## config.mk

```make
export PLATFORM = sky130hd
export DESIGN_NAME = dual_gate_top
export DESIGN_NICKNAME = d
export VERILOG_FILES = /design/src/source/host_gate_pkg.sv /design/src/source/lb_if.sv /design/src/source/byte_fifo.sv /design/src/source/host_gate.sv /design/src/source/lb_arbiter.sv /design/src/source/reg_bank.sv /design/src/source/dual_gate_top.sv
export SDC_FILE = /design/constraint.sdc
export NUM_CORES = 2
export LEC_CHECK = 0
export BUFFER_PORTS_ARGS = -buffer_cell sky130_fd_sc_hd__buf_2
export CORE_ASPECT_RATIO = 2
export CORE_MARGIN = 10
export CORE_UTILIZATION = 57
export DETAILED_ROUTE_END_ITERATION = 10
export MAX_ROUTING_LAYER = met4
export PLACE_DENSITY = 0.76
export SLEW_MARGIN = 20
export SYNTH_ARGS = -nofsm -noshare
export SYNTH_HDL_FRONTEND = slang
export SYNTH_SLANG_ARGS = --single-unit
```

## constraint.sdc

```tcl
create_clock -name clk -period 4.43 [get_ports clk]
set_input_delay 0.2215 -clock clk [delete_from_list [all_inputs] [get_ports clk]]
set_output_delay 0.2215 -clock clk [all_outputs]
set_load 0.05 [all_outputs]
```

## src/source/host_gate_pkg.sv

```systemverilog
package host_gate_pkg;

	// Local bus widths
	localparam int lb_addr_w = 24;
	localparam int lb_data_w = 32;

	// Control word as it travels on the wire
	// Read flag lands on bit 28, address in the low 24 bits
	typedef struct packed {
		logic [2:0]           rsv_hi;
		logic                 rd;
		logic [3:0]           rsv_lo;
		logic [lb_addr_w-1:0] addr;
	} lb_ctl_t;

	// One 8-byte transaction, control word first
	typedef struct packed {
		lb_ctl_t              ctl;
		logic [lb_data_w-1:0] data;
	} lb_frame_s;

	// Same 64 bits seen as decoded fields or as wire bytes
	// bytes[7] is the first byte on the wire
	typedef union packed {
		lb_frame_s       fields;
		logic [7:0][7:0] bytes;
	} lb_frame_u;

	// Identity register
	localparam logic [lb_data_w-1:0] gate_id = 32'h4a58_0001;
	localparam logic [lb_addr_w-1:0] id_addr = 24'h000100;

endpackage

```

## src/source/lb_if.sv

```systemverilog
`timescale 1ns/1ps

// Requester side, one per gateway
interface lb_req_if
	import host_gate_pkg::*;
();
	logic                 req;
	logic                 rd;
	logic [lb_addr_w-1:0] addr;
	logic [lb_data_w-1:0] wdata;
	logic                 gnt;
	// Pulses one cycle after gnt, for reads and writes alike
	logic                 rvalid;
	logic [lb_data_w-1:0] rdata;

	modport master (
		output req, rd, addr, wdata,
		input  gnt, rvalid, rdata
	);

	modport arb (
		input  req, rd, addr, wdata,
		output gnt, rvalid, rdata
	);
endinterface

// Shared bus between arbiter and register bank
interface lb_bus_if
	import host_gate_pkg::*;
();
	logic                 strobe;
	logic                 rd;
	logic [lb_addr_w-1:0] addr;
	logic [lb_data_w-1:0] wdata;
	// Registered, valid the cycle after strobe
	logic [lb_data_w-1:0] rdata;

	modport master (
		output strobe, rd, addr, wdata,
		input  rdata
	);

	modport bank (
		input  strobe, rd, addr, wdata,
		output rdata
	);
endinterface

```

## src/source/byte_fifo.sv

```systemverilog
`timescale 1ns/1ps

module byte_fifo #(
	parameter int dw = 8,
	parameter int aw = 4
) (
	input  logic          clk,
	input  logic          rst,
	input  logic [dw-1:0] din,
	input  logic          we,
	output logic [dw-1:0] dout,
	input  logic          re,
	output logic          empty,
	output logic          full
);

	logic [dw-1:0] mem [2**aw];
	// Extra top bit tells full from empty
	logic [aw:0]   wp;
	logic [aw:0]   rp;

	always_ff @(posedge clk) begin
		if (we) begin
			mem[wp[aw-1:0]] <= din;
		end
	end

	always_ff @(posedge clk) begin
		if (rst) begin
			wp <= '0;
			rp <= '0;
		end else begin
			if (we) begin
				wp <= wp + 1'b1;
			end
			if (re) begin
				rp <= rp + 1'b1;
			end
		end
	end

	// Head is visible without a read cycle
	assign dout  = mem[rp[aw-1:0]];
	assign empty = (wp == rp);
	assign full  = (wp[aw] != rp[aw]) && (wp[aw-1:0] == rp[aw-1:0]);

	a_no_overflow: assert property (@(posedge clk) disable iff (rst) we |-> !full);
	a_no_underflow: assert property (@(posedge clk) disable iff (rst) re |-> !empty);

endmodule

```

## src/source/host_gate.sv

```systemverilog
`timescale 1ns/1ps

module host_gate
	import host_gate_pkg::*;
#(
	parameter int reply_aw = 5
) (
	input  logic       clk,
	input  logic       rst,
	input  logic [7:0] rx_din,
	input  logic       rx_stb,
	input  logic       rx_end,
	output logic [7:0] tx_dout,
	output logic       tx_rdy,
	output logic       tx_end,
	input  logic       tx_stb,
	lb_req_if.master   lb
);

	// Receive side
	logic [2:0]        cnt8;
	logic              nonce_done;
	logic              rx_active;
	logic              loopback;
	logic              xfer_last;
	lb_frame_u         rx_frame;
	lb_frame_u         rx_next;
	lb_frame_u         req_frame;
	// Bus side
	logic              req;
	logic              busy;
	lb_ctl_t           ctl_head;
	lb_frame_s         reply_word;
	// Reply assembly
	lb_frame_u         tx_frame;
	lb_frame_u         ret_frame;
	logic              ret_full;
	logic [3:0]        tx_left;
	logic              shift_en;
	logic              tx_idle;
	logic              load_new;
	logic              load_ret;
	logic              park;
	// Reply queue
	logic              reply_we;
	logic [7:0]        reply_byte;
	logic              reply_last;
	logic              reply_empty;
	logic              reply_full;
	logic              tx_done;
	logic              tx_take;
	logic [reply_aw:0] pending;

	// First 8 bytes of a packet go straight back
	assign loopback  = rx_stb & ~nonce_done;
	// Eighth byte of a transaction
	assign xfer_last = rx_stb & nonce_done & (&cnt8);

	always_comb begin
		rx_next.bytes = {rx_frame.bytes[6:0], rx_din};
	end

	always_ff @(posedge clk) begin
		if (rst || rx_end) begin
			cnt8       <= '0;
			nonce_done <= 1'b0;
			rx_active  <= 1'b0;
		end else if (rx_stb) begin
			cnt8      <= cnt8 + 3'd1;
			rx_active <= 1'b1;
			if (&cnt8) begin
				nonce_done <= 1'b1;
			end
		end
	end

	// Latched copy stays put while the next transaction shifts in
	always_ff @(posedge clk) begin
		if (rx_stb) begin
			rx_frame <= rx_next;
		end
		if (xfer_last) begin
			req_frame <= rx_next;
		end
	end

	// Request held until granted, busy until data returns
	always_ff @(posedge clk) begin
		if (rst) begin
			req  <= 1'b0;
			busy <= 1'b0;
		end else begin
			if (xfer_last) begin
				req <= 1'b1;
			end else if (lb.gnt) begin
				req <= 1'b0;
			end
			if (xfer_last) begin
				busy <= 1'b1;
			end else if (lb.rvalid) begin
				busy <= 1'b0;
			end
		end
	end

	assign lb.req   = req;
	assign lb.rd    = req_frame.fields.ctl.rd;
	assign lb.addr  = req_frame.fields.ctl.addr;
	assign lb.wdata = req_frame.fields.data;

	// Control words wait here for their bus return
	byte_fifo #(.dw(32), .aw(2)) ctl_q (
		.clk   (clk),
		.rst   (rst),
		.din   (rx_next.fields.ctl),
		.we    (xfer_last),
		.dout  (ctl_head),
		.re    (lb.rvalid),
		.empty (),
		.full  ()
	);

	assign reply_word = '{ctl: ctl_head, data: lb.rdata};

	// Nonce bytes take the queue first, reply shifting stalls meanwhile
	assign shift_en = (tx_left != 4'd0) & ~loopback;
	// Shifter can take a new frame next cycle
	assign tx_idle  = (tx_left == 4'd0) | ((tx_left == 4'd1) & shift_en);
	assign load_ret = ret_full & tx_idle;
	assign load_new = lb.rvalid & tx_idle & ~ret_full;
	// Return that arrives while the previous reply is still shifting
	assign park     = lb.rvalid & ~load_new;

	always_ff @(posedge clk) begin
		if (rst) begin
			tx_left  <= '0;
			ret_full <= 1'b0;
		end else begin
			if (load_ret || load_new) begin
				tx_left <= 4'd8;
			end else if (shift_en) begin
				tx_left <= tx_left - 4'd1;
			end
			if (park) begin
				ret_full <= 1'b1;
			end else if (load_ret) begin
				ret_full <= 1'b0;
			end
		end
	end

	always_ff @(posedge clk) begin
		if (park) begin
			ret_frame.fields <= reply_word;
		end
		if (load_ret) begin
			tx_frame <= ret_frame;
		end else if (load_new) begin
			tx_frame.fields <= reply_word;
		end else if (shift_en) begin
			tx_frame.bytes <= {tx_frame.bytes[6:0], 8'h00};
		end
	end

	assign reply_we   = loopback | shift_en;
	assign reply_byte = loopback ? rx_din : tx_frame.bytes[7];
	// Tag marks the last byte of each reply
	assign reply_last = ~loopback & (tx_left == 4'd1);

	byte_fifo #(.dw(9), .aw(reply_aw)) reply_q (
		.clk   (clk),
		.rst   (rst),
		.din   ({reply_byte, reply_last}),
		.we    (reply_we),
		.dout  ({tx_dout, tx_done}),
		.re    (tx_take),
		.empty (reply_empty),
		.full  (reply_full)
	);

	assign tx_rdy  = ~reply_empty;
	assign tx_take = tx_rdy & tx_stb;

	// Replies queued or still on the way, to find the last one of a packet
	always_ff @(posedge clk) begin
		if (rst) begin
			pending <= '0;
		end else if (xfer_last && !(tx_take && tx_done)) begin
			pending <= pending + 1'b1;
		end else if (!xfer_last && tx_take && tx_done) begin
			pending <= pending - 1'b1;
		end
	end

	assign tx_end = tx_rdy & tx_done & (pending == 'd1) & ~rx_active;

	// Next transaction never completes before the previous bus access returns
	a_one_outstanding: assert property (@(posedge clk) disable iff (rst)
		xfer_last |-> !busy);
	// Host keeps draining so nonce and replies always find room
	a_reply_room: assert property (@(posedge clk) disable iff (rst)
		reply_we |-> !reply_full);

endmodule

```

## src/source/lb_arbiter.sv

```systemverilog
`timescale 1ns/1ps

module lb_arbiter (
	input  logic     clk,
	input  logic     rst,
	lb_req_if.arb    a,
	lb_req_if.arb    b,
	lb_bus_if.master bus
);

	logic       gnt_a;
	logic       gnt_b;
	// Port b won the last grant
	logic       last_b;
	// One-hot owner of the access now on the bus, bit 1 for port b
	logic [1:0] owner;

	// Lone requester wins at once, otherwise alternate
	assign gnt_a = a.req & (~b.req | last_b);
	assign gnt_b = b.req & (~a.req | ~last_b);

	assign a.gnt = gnt_a;
	assign b.gnt = gnt_b;

	always_ff @(posedge clk) begin
		if (rst) begin
			last_b <= 1'b0;
			owner  <= 2'b00;
		end else begin
			if (gnt_a) begin
				last_b <= 1'b0;
			end else if (gnt_b) begin
				last_b <= 1'b1;
			end
			owner <= {gnt_b, gnt_a};
		end
	end

	// Shared bus follows the granted port
	assign bus.strobe = gnt_a | gnt_b;
	assign bus.rd     = gnt_b ? b.rd : a.rd;
	assign bus.addr   = gnt_b ? b.addr : a.addr;
	assign bus.wdata  = gnt_b ? b.wdata : a.wdata;

	// Return goes only to the owner
	assign a.rvalid = owner[0];
	assign b.rvalid = owner[1];
	assign a.rdata  = owner[0] ? bus.rdata : '0;
	assign b.rdata  = owner[1] ? bus.rdata : '0;

	a_one_grant: assert property (@(posedge clk) disable iff (rst)
		$onehot0({gnt_a, gnt_b}));
	// Waiting gateways keep their request on the bus unchanged
	a_hold_a: assert property (@(posedge clk) disable iff (rst)
		a.req && !gnt_a |=> a.req && $stable(a.addr) && $stable(a.wdata));
	a_hold_b: assert property (@(posedge clk) disable iff (rst)
		b.req && !gnt_b |=> b.req && $stable(b.addr) && $stable(b.wdata));

endmodule

```

## src/source/reg_bank.sv

```systemverilog
`timescale 1ns/1ps

module reg_bank
	import host_gate_pkg::*;
#(
	parameter int reg_aw = 4
) (
	input  logic   clk,
	input  logic   rst,
	lb_bus_if.bank bus
);

	localparam int n_regs = 2 ** reg_aw;

	logic [lb_data_w-1:0] regs [n_regs];
	logic [reg_aw-1:0]    idx;
	logic                 hit_scratch;
	logic                 hit_id;

	// Scratch registers sit at the bottom of the address map
	assign idx         = bus.addr[reg_aw-1:0];
	assign hit_scratch = (bus.addr[lb_addr_w-1:reg_aw] == '0);
	assign hit_id      = (bus.addr == id_addr);

	// Write takes effect in the strobe cycle
	always_ff @(posedge clk) begin
		if (rst) begin
			for (int i = 0; i < n_regs; i++) begin
				regs[i] <= '0;
			end
		end else if (bus.strobe && !bus.rd && hit_scratch) begin
			regs[idx] <= bus.wdata;
		end
	end

	// Contents after the access, so a write echoes its own data
	always_ff @(posedge clk) begin
		if (bus.strobe) begin
			if (hit_scratch) begin
				bus.rdata <= bus.rd ? regs[idx] : bus.wdata;
			end else if (hit_id) begin
				// Identity is read only, writes fall through
				bus.rdata <= gate_id;
			end else begin
				bus.rdata <= '0;
			end
		end
	end

endmodule

```

## src/source/dual_gate_top.sv

```systemverilog
`timescale 1ns/1ps

module dual_gate_top #(
	parameter int reg_aw   = 4,
	parameter int reply_aw = 5
) (
	input  logic       clk,
	input  logic       rst,
	// Host a
	input  logic [7:0] a_rx_din,
	input  logic       a_rx_stb,
	input  logic       a_rx_end,
	output logic [7:0] a_tx_dout,
	output logic       a_tx_rdy,
	output logic       a_tx_end,
	input  logic       a_tx_stb,
	// Host b
	input  logic [7:0] b_rx_din,
	input  logic       b_rx_stb,
	input  logic       b_rx_end,
	output logic [7:0] b_tx_dout,
	output logic       b_tx_rdy,
	output logic       b_tx_end,
	input  logic       b_tx_stb
);

	lb_req_if req_a ();
	lb_req_if req_b ();
	lb_bus_if bus0 ();

	host_gate #(.reply_aw(reply_aw)) gate_a (
		.clk     (clk),
		.rst     (rst),
		.rx_din  (a_rx_din),
		.rx_stb  (a_rx_stb),
		.rx_end  (a_rx_end),
		.tx_dout (a_tx_dout),
		.tx_rdy  (a_tx_rdy),
		.tx_end  (a_tx_end),
		.tx_stb  (a_tx_stb),
		.lb      (req_a.master)
	);

	host_gate #(.reply_aw(reply_aw)) gate_b (
		.clk     (clk),
		.rst     (rst),
		.rx_din  (b_rx_din),
		.rx_stb  (b_rx_stb),
		.rx_end  (b_rx_end),
		.tx_dout (b_tx_dout),
		.tx_rdy  (b_tx_rdy),
		.tx_end  (b_tx_end),
		.tx_stb  (b_tx_stb),
		.lb      (req_b.master)
	);

	// Both gateways share one bank through the arbiter
	lb_arbiter arb0 (
		.clk (clk),
		.rst (rst),
		.a   (req_a.arb),
		.b   (req_b.arb),
		.bus (bus0.master)
	);

	reg_bank #(.reg_aw(reg_aw)) bank0 (
		.clk (clk),
		.rst (rst),
		.bus (bus0.bank)
	);

endmodule

```

# Word level (Yosys, flattened, before mapping)
# Memory sizes are Yosys's and may differ from the RTL's. A register that Yosys moved wholly into a read port is not among the register bits.
# Index checks and enable logic that the tools add are counted.
[classes] bitwise=52 reduce_logical=42 n_mux=56 eq_ne=7 add_sub_neg=16
[op_table] op="$mux 64" count=6
[op_table] op="$mux 32" count=6
[op_table] op="$add 6x1->6 const B" count=6
[op_table] op="$reduce_or 32->1" count=1
[op_table] op="$mux 31" count=1
[op_table] op="$and 1x1->1" count=30
[op_table] op="$eq 24x9->1 const B" count=1
[op_table] op="$mux 24" count=1
[op_table] op="$mux 6" count=4
[op_table] op="$mux 1" count=23
[op_table] op="$logic_not 20->1" count=1
[op_table] op="$mux 4" count=5
[op_table] op="$mux 5" count=4
[op_table] op="$add 3x1->3 const B" count=6
[op_table] op="$mux 8" count=2
[op_table] op="$reduce_bool 2->1" count=8
[op_table] op="$not 1->1" count=15
[op_table] op="$eq 6x1->1 const B" count=2
[op_table] op="$eq 6x6->1" count=2
[op_table] op="$sub 6x1->6 const B" count=2
[op_table] op="$logic_and 1x1->1" count=10
[op_table] op="$eq 4x1->1 const B" count=2
[op_table] op="$logic_not 4->1" count=2
[op_table] op="$mux 2" count=4
[op_table] op="other kinds (9)" count=29
[word_totals] in_bits=24 wordCells=213 memories=5 ram_bits=1344 reg_bits=595
[memory_table] name="bank0.regs" depth=16 width=32 read_ports=1 rd_ports_with_merged_regs=0 write_ports=16 line="reg_bank.sv:15" text="logic [lb_data_w-1:0] regs [n_regs];"
[memory_table] name="gate_a.reply_q.mem" depth=32 width=9 read_ports=1 rd_ports_with_merged_regs=1 write_ports=1 line="byte_fifo.sv:17" text="logic [dw-1:0] mem [2**aw];"
[memory_table] name="gate_b.reply_q.mem" depth=32 width=9 read_ports=1 rd_ports_with_merged_regs=1 write_ports=1 line="byte_fifo.sv:17"
[memory_table] name="gate_a.ctl_q.mem" depth=4 width=32 read_ports=1 rd_ports_with_merged_regs=1 write_ports=1 line="byte_fifo.sv:17"
[memory_table] name="gate_b.ctl_q.mem" depth=4 width=32 read_ports=1 rd_ports_with_merged_regs=1 write_ports=1 line="byte_fifo.sv:17"

# Longest topological paths before layout
[logic_depth] ltp_word=12 ltp_mapped=10 mapped_depth_nobuf=10

# Cells and area by module
# Synthesis repeated with hierarchy kept, for this count alone.
[unflattened] hier_cells=4808 area_unflattened_um2=80021.7
[by_module_without_submodules] mod="reg_bank" cells_per_inst=1720 instances=1 seq_area_each_um2=16335.7 area_per_inst_um2=23872.9
[by_module_without_submodules] mod="byte_fifo at gate_a.reply_q" cells_per_inst=526 instances=1 seq_area_each_um2=8988.6 area_per_inst_um2=11785.1
[by_module_without_submodules] mod="byte_fifo at gate_b.reply_q" cells_per_inst=527 instances=1 seq_area_each_um2=8988.6 area_per_inst_um2=11785.1
[by_module_without_submodules] mod="host_gate at gate_b" cells_per_inst=740 instances=1 seq_area_each_um2=7577.3 area_per_inst_um2=10600.2
[by_module_without_submodules] mod="host_gate at gate_a" cells_per_inst=737 instances=1 seq_area_each_um2=7577.3 area_per_inst_um2=10581.4
[by_module_without_submodules] mod="byte_fifo at gate_a.ctl_q ..." cells_per_inst=207 instances=2 seq_area_each_um2=4003.8 area_per_inst_um2=5057.4
[by_module_without_submodules] mod="lb_arbiter" cells_per_inst=144 instances=1 seq_area_each_um2=60.1 area_per_inst_um2=1282.5

# Worst setup path before layout
# Ideal clock, no wire load.
[synth_path] path_type="reg2reg" from="register gate_a.cnt8[0]" to="memory gate_a.ctl_q.mem[1][0], enable pin" path_slack_ps=310 stages_incl_launch_ff=7 setup_time_ps=392 n_path_buf=1 required_time_ps=4038 period_less_slack_ps=4120 t_arrival_ps=3728 cell_sequence="dfxtp_1 -> ha_1 -> ha_1 -> nand3_1 -> inv_1 -> clkbuf_1 -> and2_1"
[synth_between] elab_chain_cells=4
[synth_lines] item="start: declaration" line="host_gate.sv:21" text="logic [2:0] cnt8;"
[synth_lines] item="start signal: assignment" line="host_gate.sv:69" text="cnt8 <= cnt8 + 3'd1;"
[synth_lines] item="$reduce_and 3->1" line="host_gate.sv:57" text="assign xfer_last = rx_stb & nonce_done & (&cnt8);"
[synth_lines] item="$and 1x1->1" line="host_gate.sv:57"
[synth_lines] item="net gate_a.ctl_q.we" line="byte_fifo.sv:10" text="input logic we,"
[synth_lines] item="$mux 1" line="byte_fifo.sv:23" text="if (we) begin"
[synth_lines] item="$mux 1 (implied by the code)" line="byte_fifo.sv:24" text="mem[wp[aw-1:0]] <= din;"
[synth_lines] item="end: declaration" line="byte_fifo.sv:17"
# The timed path passes the listed nets, and every way through them passes these cells.

==> impl_metrics.xml <==
<?xml version="1.0" encoding="UTF-8"?>
<metrics>
  <group name="status">
    <metric name="status" unit="">finished, final reports clean</metric>
  </group>
  <group name="cells_and_area">
    <metric name="fraction_of_layout_instances_using_a_drive_strength_above_1" unit="%">13.5</metric>
    <metric name="finish.net_count" unit="">5331</metric>
    <metric name="final.fill_count" unit="">9627</metric>
    <metric name="syn_to_final_growth" unit="%">10.1</metric>
    <metric name="final_cell_area" unit="mm²">0.0869</metric>
  </group>
  <group name="floorplan">
    <metric name="floorplan.io_pins" unit="">44</metric>
    <metric name="fp.dieW" unit="µm">283</metric>
    <metric name="die-area" unit="mm²">0.155</metric>
    <metric name="fp.dieH" unit="µm">546</metric>
    <metric name="start_util" unit="%">57.2</metric>
    <metric name="num_rows" unit="">193</metric>
    <metric name="placeableCoreArea" unit="mm²">0.138</metric>
  </group>
  <group name="synthesis">
    <metric name="synth_top_area_cell" unit="">sky130_fd_sc_hd__edfxtp_1</metric>
    <metric name="synth_area_per_cell" unit="µm²">15.0</metric>
    <metric name="synth-seq-area-share" unit="%">72.8</metric>
    <metric name="dominantRegCellSynth" unit="">sky130_fd_sc_hd__edfxtp_1</metric>
    <metric name="netlist_top_cells_count" unit="">1858 x sky130_fd_sc_hd__edfxtp_1, 731 x sky130_fd_sc_hd__nand2_1, 674 x sky130_fd_sc_hd__nor2_1</metric>
    <metric name="distinct_cells_synth" unit="">68</metric>
    <metric name="syn_nets" unit="">5315</metric>
    <metric name="netlist_instances" unit="">5259</metric>
    <metric name="postSynth.asyncResetShare" unit="%">0</metric>
    <metric name="synthesis.area" unit="mm²">0.0789</metric>
    <metric name="seq_cells_post_synth" unit="">1941</metric>
    <metric name="yosysMostFrequentCell" unit="">sky130_fd_sc_hd__edfxtp_1</metric>
    <metric name="yosys_warnings" unit="">0</metric>
    <metric name="yosys-top-cells-area" unit="">sky130_fd_sc_hd__edfxtp_1 71%, sky130_fd_sc_hd__mux4_2 6.4%, sky130_fd_sc_hd__nand2_1 3.5%</metric>
    <metric name="synth_top_area_share" unit="%">70.7</metric>
    <metric name="synth-edff-count" unit="">1858</metric>
  </group>
  <group name="clock_network">
    <metric name="htree_levels" unit="">4</metric>
    <metric name="tritoncts" unit="">built</metric>
    <metric name="clkSinkCount" unit="">1941</metric>
    <metric name="clock_tree.buffer_depth" unit="">3</metric>
    <metric name="clk_pin_slew" unit="ns">0.07</metric>
    <metric name="postCtsSetupRepairBufs" unit="">0</metric>
    <metric name="clock_latency_of_the_later_clocked_register_in_the_worst_skew_pair" unit="ns">0.82</metric>
    <metric name="cts.root.buffer_cell" unit="">sky130_fd_sc_hd__clkbuf_16</metric>
    <metric name="tritoncts.num_buffers" unit="">156</metric>
  </group>
  <group name="setup_path">
    <metric name="critical_path.reg2reg.endpoint" unit="">bank0.regs[5][3]$_SDFFCE_PN0P_</metric>
    <metric name="worstPathRequired" unit="ns">4.21</metric>
    <metric name="r2r-start" unit="">gate_a.req_frame[37]$_DFFE_PP_</metric>
    <metric name="timing.reg2reg.worst_path_depth" unit="">9</metric>
    <metric name="critical_path.startpoint_type" unit="">register</metric>
    <metric name="crit_arrival" unit="ns">3.87</metric>
    <metric name="setup.worst_path.class" unit="">register to output pin</metric>
    <metric name="timing.reg2reg.setup_slack" unit="ns">0.63</metric>
    <metric name="cp-end-kind" unit="">output pin</metric>
    <metric name="worst-path-max-fanout" unit="">49</metric>
  </group>
  <group name="power">
    <metric name="power.density" unit="mW/mm²">499</metric>
    <metric name="leakagePower" unit="nW">27.9</metric>
    <metric name="vdd_drop_max" unit="mV">0.416</metric>
  </group>
  <group name="sta">
    <metric name="final.period_utilization" unit="%">92.4</metric>
    <metric name="final_hold_viol_count" unit="">0</metric>
    <metric name="finClkSkew" unit="ns">0.0452</metric>
    <metric name="timing_max_transition_violations_final" unit="">0</metric>
    <metric name="max_freq" unit="MHz">244</metric>
    <metric name="accumulated_negative_setup_slack" unit="ns">0</metric>
    <metric name="post-route-min-period" unit="ns">4.09</metric>
    <metric name="rsz0062_at_grt" unit="">no</metric>
    <metric name="final-setup-viol-count" unit="">0</metric>
    <metric name="worst_slew_pin_slew" unit="ns">1.19</metric>
    <metric name="maxSlewHeadroom" unit="%">20.5</metric>
  </group>
  <group name="detailed_routing">
    <metric name="route.detailed.drc" unit="">0</metric>
    <metric name="wl_per_cell" unit="µm">29.3</metric>
    <metric name="drt_iter0_drc" unit="">5428</metric>
    <metric name="detail_route.wirelength" unit="µm">213000</metric>
    <metric name="route.detailed.vias_per_inst" unit="">6.39</metric>
    <metric name="num_vias" unit="">46400</metric>
    <metric name="drt_pass1_iterations" unit="">6</metric>
    <metric name="ant_nets" unit="">0</metric>
  </group>
  <group name="grt">
    <metric name="grt_pass1_wl" unit="µm">312000</metric>
    <metric name="grt_util_met1" unit="%">27.8</metric>
    <metric name="overflow" unit="">0</metric>
    <metric name="pin_count_of_the_biggest_net_entering_global_routing" unit="">96</metric>
    <metric name="gr-usage-met3" unit="%">3.46</metric>
    <metric name="met2_usage" unit="%">50.0</metric>
    <metric name="grt_usage" unit="%">28.2</metric>
    <metric name="antenna_found_initial" unit="">11</metric>
    <metric name="first_global_vias" unit="">47600</metric>
    <metric name="grt_busiest_layer" unit="">met2</metric>
  </group>
  <group name="placement">
    <metric name="placed_instance_area" unit="mm²">0.0816</metric>
    <metric name="gp_routability_congestion" unit="">0.981</metric>
    <metric name="dpl.hpwl" unit="µm">137000</metric>
    <metric name="buffer_ports.inserted" unit="">43</metric>
  </group>
  <group name="hold_path">
    <metric name="min-delay-start" unit="">b_tx_stb</metric>
    <metric name="hold-path-cell-count" unit="">4</metric>
    <metric name="hold_path.class" unit="">input pin to register</metric>
  </group>
  <group name="flow_run">
    <metric name="max_cap_viol_count" unit="">0</metric>
  </group>
</metrics>
[critical path, stage by stage, from the launching register on]
cell                      delay (ns)
sky130_fd_sc_hd__dfxtp_4        0.91
sky130_fd_sc_hd__buf_4          0.44
sky130_fd_sc_hd__mux4_2         0.60
sky130_fd_sc_hd__mux4_2         0.49
sky130_fd_sc_hd__mux2_2         0.30
sky130_fd_sc_hd__buf_2          0.22
[where the power goes]
part / switching (W) / internal (W) / total (W)
Combinational: 0.00443 / 0.00241 / 0.00683
Clock: 0.00655 / 0.00730 / 0.0139
Sequential: 0.000787 / 0.0218 / 0.0226
[stage by stage]
| stage | std cells | hold slack, ns | power [W] | utilization (%) | worst slack, ns |
|---|---|---|---|---|---|
| 2_1_floorplan | 5259 | 0.298 | 0.0274 | - | 0.310 |
| 3_3_place_gp | 6947 | 0.424 | 0.0295 | 59.2 | 0.148 |
| 3_5_place_dp | 6948 | 0.438 | 0.0298 | 59.2 | 0.736 |
| 4_1_cts | 7255 | 0.0328 | 0.0434 | 63.0 | 0.235 |
| 5_1_grt | 7263 | 0.0842 | 0.0446 | 63.0 | 0.111 |
| 6_report | 7263 | 0.0814 | 0.0433 | 63.0 | 0.337 |
[worst max-delay path by stage]
| stage | startpoint | endpoint | slack [ns] |
|---|---|---|---|
| after floorplan | gate_a.cnt8[0]$_SDFFE_PP0P_ | gate_a.ctl_q.mem[1][0]$_DFFE_PP_ | 0.31 |
| after global placement | gate_a.req_frame[39]$_DFFE_PP_ | bank0.regs[5][20]$_SDFFCE_PN0P_ | 0.15 |
| after detailed placement | gate_a.req_frame[36]$_DFFE_PP_ | bank0.regs[5][29]$_SDFFCE_PN0P_ | 0.74 |
| after CTS | register | b_tx_dout[0] | 0.23 |
| after global routing | register | b_tx_dout[0] | 0.11 |
| final | register | b_tx_dout[0] | 0.34 |
[kinds of logic (layout without fill, tap and decap cells)]
family | count (synthesis) | count (layout) | synth area share [%]
other | 0 | 8 | 0
adder cells (fa/ha/maj) | 35 | 35 | 0.545
AO/OA/AOI/OAI | 550 | 550 | 4.99
multiplexers | 377 | 377 | 8.42
buffers and inverters | 366 | 510 | 2.00
XOR/XNOR | 48 | 48 | 0.533
flip-flops | 1941 | 1941 | 72.8
AND/OR/NAND/NOR | 1942 | 1942 | 10.7
[state kept, by name, indices dropped and copies added (netlist names), 57 cells and up, named ones only]
signal              cells
gate_b.reply_q.mem    288
gate_b.req_frame       57
gate_a.tx_frame        64
gate_a.req_frame       57
gate_a.ctl_q.mem      128
gate_b.ret_frame       64
gate_a.ret_frame       64
gate_b.ctl_q.mem      128
bank0.regs            512
gate_b.tx_frame        64
gate_a.reply_q.mem    288
[metal layers]
layer	part of all wire (%)	vias to the layer above	wire, µm
li1	-	19800	-
met1	31	23400	65400
met2	54	2415	115000
met3	6.2	800	13100
met4	9.1	0	19400
met5	0	-	0
[final cells by class]
cell class,instances,area [µm²],area share [%]
sequential,1941,57500,66.2
multi-input combinational,2952,20200,23.3
clock buffer,202,4150,4.77
tap,1852,2320,2.67
timing repair buffer,202,1770,2.03
clock inverter,84,857,0.987
inverter,22,82.6,0.0951
antenna,8,20.0,0.0230
[cell usage in the layout (no fill, tap or decap), types with 17 or more instances in the layout]
| cell type | count |
|---|---|
| sky130_fd_sc_hd__dlygate4sd3_1 | 21 |
| sky130_fd_sc_hd__a32o_1 | 25 |
| sky130_fd_sc_hd__a31oi_1 | 64 |
| sky130_fd_sc_hd__a311o_1 | 50 |
| sky130_fd_sc_hd__ha_1 | 32 |
| sky130_fd_sc_hd__nand2_1 | 729 |
| sky130_fd_sc_hd__nor2b_1 | 125 |
| sky130_fd_sc_hd__buf_12 | 24 |
| sky130_fd_sc_hd__inv_1 | 19 |
| sky130_fd_sc_hd__o21ai_0 | 118 |
| sky130_fd_sc_hd__buf_2 | 41 |
| sky130_fd_sc_hd__nor2_1 | 672 |
| sky130_fd_sc_hd__clkbuf_1 | 40 |
| sky130_fd_sc_hd__xnor2_1 | 27 |
| sky130_fd_sc_hd__a311oi_1 | 50 |
| sky130_fd_sc_hd__mux2i_1 | 106 |
| sky130_fd_sc_hd__clkinv_2 | 17 |
| sky130_fd_sc_hd__nand3_1 | 184 |
| sky130_fd_sc_hd__buf_4 | 116 |
| sky130_fd_sc_hd__nor3_1 | 22 |
| sky130_fd_sc_hd__a21oi_1 | 70 |
| sky130_fd_sc_hd__clkbuf_16 | 157 |
| sky130_fd_sc_hd__mux2_2 | 36 |
| sky130_fd_sc_hd__edfxtp_1 | 1858 |
| sky130_fd_sc_hd__clkinv_1 | 32 |
| sky130_fd_sc_hd__dfxtp_1 | 73 |
| sky130_fd_sc_hd__and2_1 | 74 |
| sky130_fd_sc_hd__a22oi_1 | 117 |
| sky130_fd_sc_hd__xor2_1 | 21 |
| sky130_fd_sc_hd__and3_1 | 55 |
| sky130_fd_sc_hd__mux4_2 | 225 |
[what timing repair did]
| action | 4_1_cts | 5_1_grt |
|---|---|---|
| setup endpoints to repair | 0 | 0 |
| endpoints found under the hold margin | 66 | 0 |
| resized for setup | 0 | 0 |
| hold buffers | 21 | 0 |
No activity file was read; power rests on OpenSTA's default activity.
